### src/ctrl_pkg.sv
// shared types for the pipeline controller
// assumes jumps resolve in decode and EX is a separate stage
// encodings follow the fetch stage PC mux and the ID forwarding muxes
package ctrl_pkg;

  //////////////////////////////
  // widths
  //////////////////////////////

  localparam int unsigned PC_SEL_W  = 3;
  localparam int unsigned JUMP_W    = 2;
  localparam int unsigned FWD_SEL_W = 2;

  //////////////////////////////
  // controller state
  //////////////////////////////

  typedef enum logic [2:0] {
    RESET       = 3'd0,
    BOOT_SET    = 3'd1,
    SLEEP       = 3'd2,
    FIRST_FETCH = 3'd3,
    DECODE      = 3'd4,
    FLUSH_EX    = 3'd5,
    FLUSH_WB    = 3'd6
  } ctrl_state_e;

  // pc source in the fetch stage
  // gaps in the encoding are sources this controller never selects
  typedef enum logic [PC_SEL_W-1:0] {
    PC_BOOT      = 3'b000,
    PC_JUMP      = 3'b010,
    PC_BRANCH    = 3'b011,
    PC_EXCEPTION = 3'b100
  } pc_sel_e;

  // control transfer kind seen by the decoder
  typedef enum logic [JUMP_W-1:0] {
    BRANCH_NONE = 2'b00,
    BRANCH_JAL  = 2'b01,
    BRANCH_JALR = 2'b10,
    BRANCH_COND = 2'b11
  } jump_kind_e;

  // operand source for the ID stage muxes
  typedef enum logic [FWD_SEL_W-1:0] {
    SEL_REGFILE = 2'b00,
    SEL_FW_EX   = 2'b01,
    SEL_FW_WB   = 2'b10
  } fwd_sel_e;

endpackage

### src/regfwd_if.sv
// write-back status of the later stages as seen from decode
// match bits are precomputed outside, so no register addresses travel here
`timescale 1ns/1ns

interface regfwd_if;

  // write enables from the later stages
  logic regfile_we_ex;
  logic regfile_we_wb;
  logic regfile_alu_we_fw;

  // EX currently holds a load
  logic data_req_ex;

  // destination of EX / ALU path equals decode source
  logic reg_d_alu_is_reg_a;
  logic reg_d_alu_is_reg_b;

  // destination of WB equals decode source
  logic reg_d_wb_is_reg_a;
  logic reg_d_wb_is_reg_b;

  // consumers only look at the bits
  modport sink (
    input regfile_we_ex,
    input regfile_we_wb,
    input regfile_alu_we_fw,
    input data_req_ex,
    input reg_d_alu_is_reg_a,
    input reg_d_alu_is_reg_b,
    input reg_d_wb_is_reg_a,
    input reg_d_wb_is_reg_b
  );

endinterface

### src/ctrl_fsm.sv
// main control FSM of the in-order pipeline
// outputs are combinational from state and inputs, only state and jump_done_q are flops
// a jump is issued once even if decode is held, jump_done_q clears with id_ready_i
// no debug support, no eret
`timescale 1ns/1ns

module ctrl_fsm
  import ctrl_pkg::*;
(
  input  logic        clk,
  input  logic        rst_n,

  input  logic        fetch_enable_i,
  input  logic        instr_valid_i,
  input  logic        branch_taken_ex_i,
  input  jump_kind_e  jump_in_dec_i,
  input  logic        pipe_flush_i,
  input  logic        exc_req_i,
  input  logic        ext_req_i,
  input  logic        id_ready_i,
  input  logic        ex_valid_i,
  input  logic        jr_stall_i,

  output logic        ctrl_busy_o,
  output logic        is_decoding_o,
  output logic        instr_req_o,
  output logic        pc_set_o,
  output pc_sel_e     pc_mux_o,
  output logic        exc_ack_o,
  output logic        exc_save_if_o,
  output logic        exc_save_id_o,
  output logic        exc_save_takenbranch_o,
  output logic        halt_if_o,
  output logic        halt_id_o
);

  ctrl_state_e state_q;
  ctrl_state_e state_d;

  // set when a jump redirect goes out this cycle
  logic jump_done;
  logic jump_done_q;

  logic is_jump;

  // jal and jalr both redirect straight from decode
  assign is_jump = (jump_in_dec_i == BRANCH_JAL) || (jump_in_dec_i == BRANCH_JALR);

  //////////////////////////////
  // next state and outputs
  //////////////////////////////

  always_comb
  begin
    // defaults for a running core
    state_d                = state_q;
    ctrl_busy_o            = 1'b1;
    is_decoding_o          = 1'b0;
    instr_req_o            = 1'b1;
    pc_set_o               = 1'b0;
    pc_mux_o               = PC_BOOT;
    jump_done              = jump_done_q;
    exc_ack_o              = 1'b0;
    exc_save_if_o          = 1'b0;
    exc_save_id_o          = 1'b0;
    exc_save_takenbranch_o = 1'b0;
    halt_if_o              = 1'b0;
    halt_id_o              = 1'b0;

    unique case (state_q)
      // idle after reset until fetching is enabled
      RESET:
      begin
        ctrl_busy_o = 1'b0;
        instr_req_o = 1'b0;
        if (fetch_enable_i)
          state_d = BOOT_SET;
      end

      // load the boot address into the fetch PC, one cycle only
      BOOT_SET:
      begin
        pc_mux_o = PC_BOOT;
        pc_set_o = 1'b1;
        state_d  = FIRST_FETCH;
      end

      // pipeline is empty, wake on enable or on an interrupt
      SLEEP:
      begin
        ctrl_busy_o = 1'b0;
        instr_req_o = 1'b0;
        halt_if_o   = 1'b1;
        halt_id_o   = 1'b1;
        if (fetch_enable_i || exc_req_i)
          state_d = FIRST_FETCH;
      end

      // wait for the first instruction to reach decode
      FIRST_FETCH:
      begin
        if (id_ready_i)
          state_d = DECODE;

        // nothing decoded yet, so the saved PC is the fetch PC
        if (exc_req_i)
        begin
          pc_mux_o      = PC_EXCEPTION;
          pc_set_o      = 1'b1;
          exc_ack_o     = 1'b1;
          exc_save_if_o = 1'b1;
        end
      end

      DECODE:
      begin
        // a taken branch in EX kills whatever sits in decode
        if (instr_valid_i && !branch_taken_ex_i)
        begin
          is_decoding_o = 1'b1;

          if (is_jump)
          begin
            pc_mux_o = PC_JUMP;
            // hold off while the jalr base is pending, and never issue twice
            if (!jr_stall_i && !jump_done_q)
            begin
              pc_set_o  = 1'b1;
              jump_done = 1'b1;
            end
          end
          else if (exc_req_i)
          begin
            // keep the current instruction out of EX
            pc_mux_o      = PC_EXCEPTION;
            pc_set_o      = 1'b1;
            exc_ack_o     = 1'b1;
            exc_save_id_o = 1'b1;
            halt_id_o     = 1'b1;
          end

          // wfi style flush, drain EX and WB
          if (pipe_flush_i)
          begin
            halt_if_o = 1'b1;
            halt_id_o = 1'b1;
            state_d   = FLUSH_EX;
          end
        end

        // bubble in decode, external interrupt saves the fetch PC
        if (!instr_valid_i && !branch_taken_ex_i && ext_req_i)
        begin
          pc_mux_o      = PC_EXCEPTION;
          pc_set_o      = 1'b1;
          exc_ack_o     = 1'b1;
          exc_save_if_o = 1'b1;
          halt_id_o     = 1'b1;
        end

        //////////////////////////////
        // taken branch from EX
        //////////////////////////////
        if (branch_taken_ex_i)
        begin
          pc_mux_o      = PC_BRANCH;
          pc_set_o      = 1'b1;
          is_decoding_o = 1'b0;

          // interrupt on a taken branch resumes at the branch target
          if (ext_req_i)
          begin
            pc_mux_o               = PC_EXCEPTION;
            exc_ack_o              = 1'b1;
            exc_save_takenbranch_o = 1'b1;
            halt_id_o              = 1'b1;
          end
        end
      end

      // NOP goes into EX, wait until EX completes
      FLUSH_EX:
      begin
        halt_if_o = 1'b1;
        halt_id_o = 1'b1;
        if (ex_valid_i)
          state_d = FLUSH_WB;
      end

      // last stage drains, then resume or sleep
      FLUSH_WB:
      begin
        halt_if_o = 1'b1;
        halt_id_o = 1'b1;
        if (fetch_enable_i)
        begin
          halt_if_o = 1'b0;
          state_d   = DECODE;
        end
        else
        begin
          state_d = SLEEP;
        end
      end

      default:
      begin
        instr_req_o = 1'b0;
        state_d     = RESET;
      end
    endcase
  end

  //////////////////////////////
  // state registers
  //////////////////////////////

  always_ff @(posedge clk or negedge rst_n)
  begin
    if (!rst_n)
    begin
      state_q     <= RESET;
      jump_done_q <= 1'b0;
    end
    else
    begin
      state_q     <= state_d;
      // remembered only while decode is held
      jump_done_q <= jump_done & ~id_ready_i;
    end
  end

endmodule

### src/hazard_unit.sv
// load-use and jump-register hazard detection for the decode stage
// match bits come precomputed, operand C is not handled
`timescale 1ns/1ns

module hazard_unit
  import ctrl_pkg::*;
(
  input  logic          is_decoding_i,
  input  logic          illegal_insn_i,
  input  jump_kind_e    jump_in_dec_i,
  regfwd_if.sink        fw,

  output logic          load_stall_o,
  output logic          jr_stall_o,
  output logic          deassert_we_o
);

  logic ex_load_match;
  logic jalr_base_pending;

  // load in EX writes a register that decode reads
  assign ex_load_match = fw.data_req_ex && fw.regfile_we_ex &&
                         (fw.reg_d_alu_is_reg_a || fw.reg_d_alu_is_reg_b);

  // jalr base must come from the register file, not a bypass
  // EX and ALU share one destination match in this config
  assign jalr_base_pending =
    (fw.regfile_we_wb     && fw.reg_d_wb_is_reg_a)  ||
    (fw.regfile_we_ex     && fw.reg_d_alu_is_reg_a) ||
    (fw.regfile_alu_we_fw && fw.reg_d_alu_is_reg_a);

  always_comb
  begin
    load_stall_o = ex_load_match;
    jr_stall_o   = (jump_in_dec_i == BRANCH_JALR) && jalr_base_pending;

    // stalled, illegal or idle decode must not write back
    deassert_we_o = load_stall_o || jr_stall_o || illegal_insn_i || !is_decoding_i;
  end

endmodule

### src/fwd_unit.sv
// operand A/B bypass select for the decode stage
// EX result wins over WB, regfile otherwise
`timescale 1ns/1ns

module fwd_unit
  import ctrl_pkg::*;
(
  regfwd_if.sink        fw,

  output fwd_sel_e      operand_a_fw_mux_sel_o,
  output fwd_sel_e      operand_b_fw_mux_sel_o
);

  // same priority for both operands
  function automatic fwd_sel_e pick_src(input logic alu_hit, input logic wb_hit);
    fwd_sel_e sel;
    sel = SEL_REGFILE;
    if (wb_hit)
      sel = SEL_FW_WB;
    // youngest value is in EX
    if (alu_hit)
      sel = SEL_FW_EX;
    return sel;
  endfunction

  always_comb
  begin
    operand_a_fw_mux_sel_o = pick_src(fw.regfile_alu_we_fw && fw.reg_d_alu_is_reg_a,
                                      fw.regfile_we_wb && fw.reg_d_wb_is_reg_a);
    operand_b_fw_mux_sel_o = pick_src(fw.regfile_alu_we_fw && fw.reg_d_alu_is_reg_b,
                                      fw.regfile_we_wb && fw.reg_d_wb_is_reg_b);
  end

endmodule

### src/riscv_ctrl.sv
// controller top with plain ports for the ID stage
// jumps resolve in decode, EX is a separate stage
// no debug, eret, perf counters or misaligned stalls
`timescale 1ns/1ns

module riscv_ctrl
  import ctrl_pkg::*;
(
  input  logic        clk,
  input  logic        rst_n,

  // run control
  input  logic        fetch_enable_i,
  output logic        ctrl_busy_o,
  output logic        is_decoding_o,

  // decoder
  input  logic        illegal_insn_i,
  input  logic        pipe_flush_i,
  input  logic        instr_valid_i,
  input  jump_kind_e  jump_in_dec_i,
  output logic        deassert_we_o,

  // fetch side
  output logic        instr_req_o,
  output logic        pc_set_o,
  output pc_sel_e     pc_mux_o,

  // EX side
  input  logic        branch_taken_ex_i,
  input  logic        data_req_ex_i,

  // exceptions
  input  logic        exc_req_i,
  input  logic        ext_req_i,
  output logic        exc_ack_o,
  output logic        exc_save_if_o,
  output logic        exc_save_id_o,
  output logic        exc_save_takenbranch_o,

  // later stage write status
  input  logic        regfile_we_ex_i,
  input  logic        regfile_we_wb_i,
  input  logic        regfile_alu_we_fw_i,
  input  logic        reg_d_alu_is_reg_a_i,
  input  logic        reg_d_alu_is_reg_b_i,
  input  logic        reg_d_wb_is_reg_a_i,
  input  logic        reg_d_wb_is_reg_b_i,

  // bypass selects
  output fwd_sel_e    operand_a_fw_mux_sel_o,
  output fwd_sel_e    operand_b_fw_mux_sel_o,

  // stalls
  output logic        halt_if_o,
  output logic        halt_id_o,
  output logic        jr_stall_o,
  output logic        load_stall_o,

  // stage completion levels
  input  logic        id_ready_i,
  input  logic        ex_valid_i
);

  // between FSM and hazard unit
  logic is_decoding;
  logic jr_stall;

  regfwd_if fw ();

  //////////////////////////////
  // bundle the write status
  //////////////////////////////

  assign fw.regfile_we_ex      = regfile_we_ex_i;
  assign fw.regfile_we_wb      = regfile_we_wb_i;
  assign fw.regfile_alu_we_fw  = regfile_alu_we_fw_i;
  assign fw.data_req_ex        = data_req_ex_i;
  assign fw.reg_d_alu_is_reg_a = reg_d_alu_is_reg_a_i;
  assign fw.reg_d_alu_is_reg_b = reg_d_alu_is_reg_b_i;
  assign fw.reg_d_wb_is_reg_a  = reg_d_wb_is_reg_a_i;
  assign fw.reg_d_wb_is_reg_b  = reg_d_wb_is_reg_b_i;

  // internal handshake is visible to the ID stage as well
  assign is_decoding_o = is_decoding;
  assign jr_stall_o    = jr_stall;

  ctrl_fsm u_fsm (
    .clk                    (clk),
    .rst_n                  (rst_n),
    .fetch_enable_i         (fetch_enable_i),
    .instr_valid_i          (instr_valid_i),
    .branch_taken_ex_i      (branch_taken_ex_i),
    .jump_in_dec_i          (jump_in_dec_i),
    .pipe_flush_i           (pipe_flush_i),
    .exc_req_i              (exc_req_i),
    .ext_req_i              (ext_req_i),
    .id_ready_i             (id_ready_i),
    .ex_valid_i             (ex_valid_i),
    .jr_stall_i             (jr_stall),
    .ctrl_busy_o            (ctrl_busy_o),
    .is_decoding_o          (is_decoding),
    .instr_req_o            (instr_req_o),
    .pc_set_o               (pc_set_o),
    .pc_mux_o               (pc_mux_o),
    .exc_ack_o              (exc_ack_o),
    .exc_save_if_o          (exc_save_if_o),
    .exc_save_id_o          (exc_save_id_o),
    .exc_save_takenbranch_o (exc_save_takenbranch_o),
    .halt_if_o              (halt_if_o),
    .halt_id_o              (halt_id_o)
  );

  hazard_unit u_hazard (
    .is_decoding_i  (is_decoding),
    .illegal_insn_i (illegal_insn_i),
    .jump_in_dec_i  (jump_in_dec_i),
    .fw             (fw.sink),
    .load_stall_o   (load_stall_o),
    .jr_stall_o     (jr_stall),
    .deassert_we_o  (deassert_we_o)
  );

  fwd_unit u_fwd (
    .fw                     (fw.sink),
    .operand_a_fw_mux_sel_o (operand_a_fw_mux_sel_o),
    .operand_b_fw_mux_sel_o (operand_b_fw_mux_sel_o)
  );

endmodule

### config.mk
export PLATFORM = sky130hd
export DESIGN_NAME = riscv_ctrl
export DESIGN_NICKNAME = d
export VERILOG_FILES = /design/src/ctrl_pkg.sv /design/src/regfwd_if.sv /design/src/ctrl_fsm.sv /design/src/hazard_unit.sv /design/src/fwd_unit.sv /design/src/riscv_ctrl.sv
export SDC_FILE = /design/constraint.sdc
export NUM_CORES = 1
export LEC_CHECK = 0
export BUFFER_PORTS_ARGS = -buffer_cell sky130_fd_sc_hd__buf_2
export CORE_MARGIN = 10
export CORE_UTILIZATION = 30
export DETAILED_ROUTE_END_ITERATION = 8
export PLACE_DENSITY = 0.73
export SLEW_MARGIN = 20
export SYNTH_ARGS = -nofsm -noshare
export SYNTH_HDL_FRONTEND = slang
export SYNTH_HIERARCHICAL = 1
export SYNTH_SLANG_ARGS = --single-unit
### constraint.sdc
create_clock -name clk -period 4.8 [get_ports clk]
set_clock_uncertainty 0.15 [all_clocks]
set_input_delay 0.24 -clock clk [delete_from_list [all_inputs] [get_ports clk]]
set_output_delay 0.24 -clock clk [all_outputs]
set_load 0.03 [all_outputs]
; After elaboration in Yosys (flattened, before gate mapping)
; Index checks and enable logic that the tools add are counted.
; Widths: inputs -> output; s select.
[word_totals]
wordCells = 106
reg_bits = 4
out_inout_bits = 20
in_bits = 21
[classes]
n_eq_ne = 14
n_mux = 57
reduce_logical = 31
n_bitwise = 2
[op_table]
columns = op, count
row1 = $mux 3, 13
row2 = $mux 1, 33
row3 = $pmux 3 s7, 1
row4 = $logic_and 1x1->1, 12
row5 = $eq 3x3->1 const B, 3
row6 = $logic_or 1x1->1, 8
row7 = $mux 2, 4
row8 = $ne 2x2->1 const B, 4
row9 = $eq 3x2->1 const B, 2
row10 = $pmux 1 s2, 3
row11 = $pmux 1 s3, 2
row12 = $pmux 3 s2, 1
row13 = $reduce_and 6->1, 1
row14 = $logic_not 1->1, 5
row15 = $reduce_or 5->1, 1
row16 = $ne 2x1->1 const B, 2
row17 = $reduce_or 2->1, 2
row18 = $eq 3x1->1 const B, 1
row19 = $logic_not 3->1, 1
row20 = $reduce_or 3->1, 1
row21 = $eq 2x1->1 const B, 1
row22 = $eq 2x2->1 const B, 1
row23 = $and 1x1->1, 1
row24 = $not 1->1, 1

; Longest topological paths before layout
; Gate-level depths: netlist of the first run.
[depth]
ltp_word = 12
mapped_depth = 5
mapped_depth_nobuf = 5

; Cells and area by module
; Netlist of the first run, hierarchy kept.
[by_module_without_submodules]
columns = module, seq_area_each_um2, n_inst, area_per_inst_um2, cells_each
row1 = ctrl_fsm, 100.1, 1, 493.0, 66
row2 = hazard_unit, 0.0, 1, 40.0, 6
row3 = fwd_unit, 0.0, 1, 35.0, 6

; Worst setup path before layout of the first run
; No wires, ideal clock.
[synth_path]
path_kind = reg2out
from = reg u_fsm.state_q[1]
to = out deassert_we_o
required_time_ns = 4.410
setup_slack_ns = 2.335
stages_incl_launch_ff = 6
n_path_buf = 2
t_arrival_ns = 2.075
cell_sequence = dfrtp_1 -> buf_6 -> or3b_1 -> buf_6 -> nor2_1 -> or4b_1
[synth_between]
elab_chain_len = 4
[synth_lines]
columns = item, line
row1 = start: declaration, ctrl_fsm.sv:37  ; ctrl_state_e state_q;
row2 = start signal: assignment, ctrl_fsm.sv:227  ; state_q <= state_d;
row3 = $eq 3x3->1, ctrl_fsm.sv:70  ; unique case (state_q)
row4 = $mux 1, ctrl_fsm.sv:70
row5 = net is_decoding_o, riscv_ctrl.sv:15  ; output logic is_decoding_o,
row6 = $logic_not 1->1, hazard_unit.sv:38  ; deassert_we_o = load_stall_o || jr_stall_o || illegal_insn_i || !is_decoding_i;
row7 = $logic_or 1x1->1, hazard_unit.sv:38
row8 = end: declaration, riscv_ctrl.sv:22  ; output logic deassert_we_o,
; The timed path passes the listed nets, and every way through them passes these cells.

; Worst setup path after layout of the first run
[layout_path]
from = reg u_fsm.state_q[1]
to = out deassert_we_o
[layout_between]
elab_chain_len = 4
[layout_lines]
columns = item, line
row1 = $eq 3x3->1, ctrl_fsm.sv:70
row2 = $mux 1, ctrl_fsm.sv:70
row3 = $logic_not 1->1, hazard_unit.sv:38
row4 = $logic_or 1x1->1, hazard_unit.sv:38
; No other way between the ends.

==> run summary, run 1 <==
The total grt overflow is 0. The startpoint of the worst-slack reg-to-reg timing path is u_fsm/state_q[1]. The highest cell delay on the worst timing path came out at 0.57 ns. CTS placed an instance of clkbuf_4 at the clock tree root.

The number of gates resized after CTS was 0. Row generation in the floorplan step produced 15 rows. The total power divided by cell area came out at slightly below 500 nW/um^2. The x dimension of the die is 63.5 um. The number of routed nets with antenna violations is 0. The number of pins exceeding their max-slew limit in the final report came out at 0. The number of buffers added on ports came out at 40.

The maximum operating frequency came out at between 300 and 400 MHz. Sorting the synthesized cells by area gives the leading types as dfrtp_1 18%, o21ai_1 5.3%, nand2_1 4.6%. The endpoint identified for the worst register-to-register timing path is u_fsm/jump_done_q.

The clock tree from TritonCTS is yes. At the worst endpoint, the arrival time is 2.14 ns. The number of antenna diodes came out at 0. Summed over all cells, the static leakage comes to around 0.40 nW. The final count of negative-setup-slack endpoints came out at 0.

The layout overhead on the synthesized area came out at 40.1%. Summed over all layers, the routed wires come to 1990 um. After the first detailed-routing iteration, the DRC count stood at between 40 and 50. The core area is 1760 sq um. After technology mapping, the gate count stands at between 70 and 80. The total of max-cap violations is 0. In this run the most critical hold path is launched from id_ready_i. The proportion of synthesized flip-flops having asynchronous set or reset came out at 100%. The die span in y is ~64 um.

The slowest cell on the critical path is or3b_1. The largest net degree at the start of global routing came out at 18. The total number of nets in the final design is 140. The run finished with clean final reports. The synthesized design devotes to its leading area cell type about 18% of total area.

STA classifies the critical path endpoint as a primary output. The cell type with the highest aggregate area in the netlist is dfrtp_1. For hold timing, the worst endpoint is u_fsm/jump_done_q.

The instance area after placement came out at about 760 sq um. The biggest fanout along the worst timing path came out at 17. Subtracting the final worst setup slack from the clock period gives 2.53 ns.

The length of the first detailed-routing pass in iterations came out at 4. The post-placement cell count came out at ~140. The via count of the first global-routing pass is around 750. The total die area came out at ~4000 sq um. The worst min-delay path class is primary input to register.

In this run, distinct cell masters in the synthesized netlist total 39. The number of design rule violations left after detail routing is 0. The effective utilization at floorplan came out at between 30% and 40%. The worst slew slack as a fraction of its limit is between 60% and 70%. The critical path goes through or3b_1, nor2_1, or4b_1, buf_2.

The clock transition at the registers of the reported paths came out at ~0.040 ns. The combined global-route utilization of all metal layers came out at 9.72%. In the synthesized netlist the dominant register cell turns out to be dfrtp_1. The initial antenna violation count is 0. The total clock buffers created by CTS came out at 3.

The global-route wire length before repair is ~3300 um. The setup check on the worst reg-to-reg path leaves a slack of around 3.4 ns. STA classifies the critical path startpoint as a register. The routed length per instance came out at between 10 and 15 um. The vias after detailed routing is 739. The worst ir drop on vdd is a little under 0.0003 V.

Counting instances in the post-synthesis netlist gives the leading cell types as 7 x nand2_1, 6 x nor2_1, 6 x o21ai_1, 5 x a21oi_1, 5 x inv_1. CTS built an H-tree with a depth of 1. The wire-length estimate of the detail-placed layout is roughly 1700 um. The number of primary I/O pins came out at between 40 and 50.

The clock network latency to the later pin of the worst-skew pair is 0.24 ns. The summed negative setup slack over all endpoints is 0 ns. The worst-case clock buffer depth is 2. The post-synth net total is between 90 and 100.

The synthesized area is about 570 sq um. The required time of the worst setup path is 4.41 ns. The total non-filler cell area in the finished layout came out at between 700 and 800 sq um. The final count of hold timing violations came to 0.

The number of cells on the worst hold path came out at 2. The warning count from the yosys run came out at 6. The portion of the post-synthesis area used by sequential elements is about 18%.

Of the available clock period, the critical path in the final layout requires a little over half. By instance count, the leading cell after synthesis is nand2_1. The kind of critical path is register to primary output. The sink count of the clock tree came out at 4.

The worst-case reg-to-reg path depth is 3. Setup repair after global routing left no endpoint under its margin. The number of enable flip-flop cells after synthesis is 0.

The final RePlAce weighted congestion came out at ~0.76. The synthesized area divided by synthesized cell count is 7.28 sq um. The post-route netlist has between 40 and 50% of its cells at a drive strength greater than 1. The pin slew with the least headroom to its limit is approximately 0.49 ns. The register bit total from synthesis came out at 4. The post-detailed-route via-to-cell ratio is 5.20. Excluding fillers, the count of instances in the completed layout stands at about 140.
==> cell usage in the layout (no fill, tap or decap), types with 2 or more instances in the layout <==
cell type and n:
buf_2 40, a21oi_1 5, inv_1 5, nand3_1 2, o21ai_1 6, o31ai_1 2, o21ai_0 4, nor2b_1 2
and2_4 2, nor3b_1 2, dfrtp_1 4, nand2b_1 3, nand2_1 7, clkbuf_4 3, nor2_1 6
==> how the worst max path moves through the flow <==
stage                     start            end  slack, ns
6_report       u_fsm/state_q[1]  deassert_we_o       2.27
5_1_grt        u_fsm/state_q[1]  deassert_we_o       2.11
4_1_cts        u_fsm/state_q[1]  deassert_we_o       2.26
3_5_place_dp   u_fsm/state_q[1]  deassert_we_o       2.52
3_3_place_gp   u_fsm/state_q[1]  deassert_we_o       2.60
2_1_floorplan  u_fsm/state_q[1]  deassert_we_o       2.34
==> worst max-delay path, delay by kind of cell, from the launching register on <==
family	cells	cell delay [ns]
buffers and inverters	1	0.19
DFF	1	0.55
and+or+nand+nor	3	1.16
==> report_power, final <==
part | internal (W) | switching (W)
combinational | 0.0000936 | 0.000171
sequential | 0.0000460 | 0.0000404
clock | 0.0000280 | 0.0000143
==> layout make-up <==
class / count / area (sq um)
fillers: 202 / 968
multi-input cells: 64 / 413
repair buffers: 41 / 210
flip-flops and latches: 4 / 100
well taps: 25 / 31.3
clock buffers: 3 / 22.5
inverters: 5 / 18.8
==> per-layer routing <==
layer / global-route usage [%] / part of all wire (%) / up-vias
met5: 0 / 0 / -
met4: 1.64 / 0 / 0
met3: 4.77 / 8.3 / 0
met2: 15.7 / 45 / 41
met1: 11.4 / 47 / 338
li1: - / - / 360
==> per-stage QoR <==
stage                     power [W]  hold slack (ns)  util, %  setup WS (ns)
final                      0.000393           0.0656     45.1           2.27
after global routing       0.000427           0.0768     45.1           2.11
after CTS                  0.000398           0.0592     45.1           2.26
after detailed placement   0.000352          -0.0959     43.3           2.52
after global placement     0.000343          -0.0999     43.3           2.60
after floorplan            0.000293           -0.206        -           2.34
==> registers in the layout, summed over array words and instances, names as in the netlist <==
name / cells
u_fsm/jump_done_q: 1
u_fsm/state_q: 3
==> timing repair <==
action                                 CTS  global route
endpoints found under the hold margin    4             0
hold buffers                             1             0
buffers inserted                         0             0
==> cells by family after synthesis <==
| family | count (synthesis) | share of synthesized area (%) |
|---|---|---|
| AND/OR/NAND/NOR | 35 | 37.4 |
| AO/OA/AOI/OAI | 27 | 31.9 |
| buffers and inverters | 10 | 9.69 |
| flip-flops | 4 | 17.6 |
| XOR/XNOR | 1 | 1.54 |
| multiplexers | 1 | 1.76 |
(Power assumes the default switching activity.)
==> run 2: changes to the inputs <==
==> constraint.sdc (replaced) <==
create_clock -name clk -period 2.4 [get_ports clk]
set_clock_uncertainty 0.15 [all_clocks]
set_input_delay 0.12 -clock clk [delete_from_list [all_inputs] [get_ports clk]]
set_output_delay 0.12 -clock clk [all_outputs]
set_load 0.03 [all_outputs]
==> run summary, run 2 (synthesized netlist as in run 1, its figures left out) <==
The number of gates on the worst path with buffers counted is 4. Traced cell by cell, the critical path runs through or3b_4, nor2_1, or4b_1, buf_2. Of the cells placed in the final design, the portion with a size suffix greater than 1 is ~45%. After clock tree synthesis, the clock-pin slew on the worst setup and hold paths is roughly 0.040 ns. The worst slack on hold paths is roughly 0.042 ns. The startpoint identified for the worst hold timing path is ex_valid_i. Broken down by cell family, the worst path's largest delay share belongs to simple AND/OR/NAND/NOR gates. Adding up every negative setup slack in the final design gives 0 ns.

The final count of negative-setup-slack endpoints came out at 0. The worst setup path is captured at a primary output. Timing would allow up to ~450 MHz. In this run, the number of DRC markers left after iteration 0 of detailed routing was 26. The sum of buffers and inverters on the critical path is 1. The die span in y is approximately 64 um. The final count of hold timing violations was 0. The worst register-to-register path ends at u_fsm/jump_done_q. The net count of the finished layout is 142. After detailed routing, the average wire length per cell comes to roughly 13 um. The number of flip-flops under the largest register name came out at 3. The level count of the clock H-tree is 1. For the worst setup path, the data arrival time is roughly 2 ns.

At the end of routability-driven placement, the weighted congestion stood at 0.793. In this run the tool buffered the top-level ports with 40 buffer cells. At the worst endpoint, the required time is 2.13 ns. The number of design rule violations left after detail routing is 0. Global routing finished with a remaining overflow of 0.

The clock network latency to the later pin of the worst-skew pair came out at 0.24 ns. In this run the deepest clock path goes through 2 buffers. The kind of critical path is register to primary output. The portion of the clock cycle consumed by the worst path in the final layout came out at between 90% and 100%.

The library cell used most frequently in the layout, excluding fill and tap cells, is buf_2. The run finished with clean final reports. The startpoint of the worst-slack reg-to-reg timing path is u_fsm/state_q[1]. The total die area is 4030 sq um. In this run the worst setup path begins at u_fsm/state_q[0]. The largest registers in the layout are u_fsm/state_q x3, u_fsm/jump_done_q x1.

For the worst flop-to-flop path, the logic depth is 4. The number of routed nets with antenna violations is 0. In this run the post-CTS setup repair buffer count came out at 0. Counting flops per register, the top entry is u_fsm/state_q.

The initial antenna violation count is 0. The layout overhead on the synthesized area came out at 43.6%. The number of cells on the worst hold path is 3. The half-perimeter wire length after detailed placement came out at 1630 um. The slowest cell on the critical path is dfrtp_1. The global-route wire length before repair came out at ~3100 um.

Setup repair after global routing left no endpoint under its margin. After floorplanning, the core was sized to cover between 1500 and 2000 sq um. The worst slew slack as a fraction of its limit came out at approximately 69%. The number of core rows came out at 15.

The post-detailed-route via-to-cell ratio is between 5 and 6. The largest net degree at the start of global routing is 17. Across the VDD grid, the largest voltage drop is roughly 0.00070 V. The highest cell delay on the worst timing path came out at between 0.4 and 0.5 ns. The total clock buffers created by CTS came out at 3. For this run, the total global-route usage over all layers was measured as a little under a tenth.

The pin slew with the least headroom to its limit is about 0.47 ns. In this run the horizontal extent of the chip is approximately 64 um. The routed layout has approximately 740 vias. The total of max-cap violations came out at 0. The sink count of the clock tree came out at 4.

The worst hold path terminates at u_fsm/state_q[1]. The total power divided by cell area is between 900 and 1000 nW/um^2. TritonCTS built the clock tree. Once the floorplan was initialized, standard cells occupied 32.2% of the core. The launching element type of the critical path is a register. The worst-case register-to-register setup slack is roughly 1.1 ns. The length of the first detailed-routing pass in iterations came out at 4. The via count of the first global-routing pass is between 700 and 800.

The number of pins exceeding their max-slew limit in the final report is 0. The clock period minus worst slack is approximately 2.2 ns. The library cells used most frequently in the layout, excluding fill and tap cells, are 40 x buf_2, 7 x nand2_1, 6 x o21ai_1, 6 x nor2_1. The leakage power total came out at between 0.4 and 0.5 nW. The number of primary I/O pins is roughly 40. In this run the worst hold path is classified as primary input to register. The root buffer cell chosen for the clock tree is clkbuf_4. The number of antenna diodes is 0. The routed design has about 1900 um of wire.

The biggest fanout along the worst timing path came out at 13.
==> run 2: changes by cell type in the layout (fill, tap and decap cells not counted), sizes merged <==
cell         previous run  this run
buf                    40        41
dlygate4sd3             1         2
==> run 2: through the flow <==
stage          cells  power, W  setup WS [ns]  area, sq um  utilization, %
2_1_floorplan     78  0.000585         0.0552          568               -
3_3_place_gp     139  0.000704          0.414          771            43.7
3_5_place_dp     139  0.000711          0.351          771            43.7
4_1_cts          144  0.000804          0.101          813            46.1
5_1_grt          144  0.000877         0.0784          816            46.2
6_report         144  0.000803          0.171          816            46.2
==> run 2: worst min-delay path, cell delays in order <==
cell     delay [ns]
buf_2          0.09
o21ai_0        0.07
o21ai_1        0.11
==> run 2: area by class of cell <==
cell class / count / area, sq um
well taps: 25 / 31.3
flip-flops and latches: 4 / 100
fillers: 194 / 948
multi-input cells: 64 / 415
repair buffers: 43 / 228
clock buffers: 3 / 22.5
inverters: 5 / 18.8
==> run 2: repair_timing <==
item | CTS | global route
gates resized for setup | 0 | 1
hold buffers | 2 | 0
hold endpoints to repair | 5 | 0
setup endpoints to repair | 0 | 1
==> run 2: power breakdown <==
| part | internal [W] | total (W) | switching, W |
|---|---|---|---|
| Sequential | 0.0000926 | 0.000138 | 0.0000454 |
| Clock | 0.0000562 | 0.0000880 | 0.0000318 |
| Combinational | 0.000203 | 0.000577 | 0.000374 |
==> run 2: layer usage <==
metal	track usage [%]	up-vias	routed length (um)
met1	10.1	339	867
met4	0.820	0	0
met5	0	-	0
met2	15.2	35	831
met3	5.65	0	219
li1	-	364	-
==> run 2: how the worst max path moves through the flow <==
stage                     to
6_report       deassert_we_o
5_1_grt        deassert_we_o
4_1_cts        deassert_we_o
3_5_place_dp   deassert_we_o
3_3_place_gp   deassert_we_o
2_1_floorplan  deassert_we_o
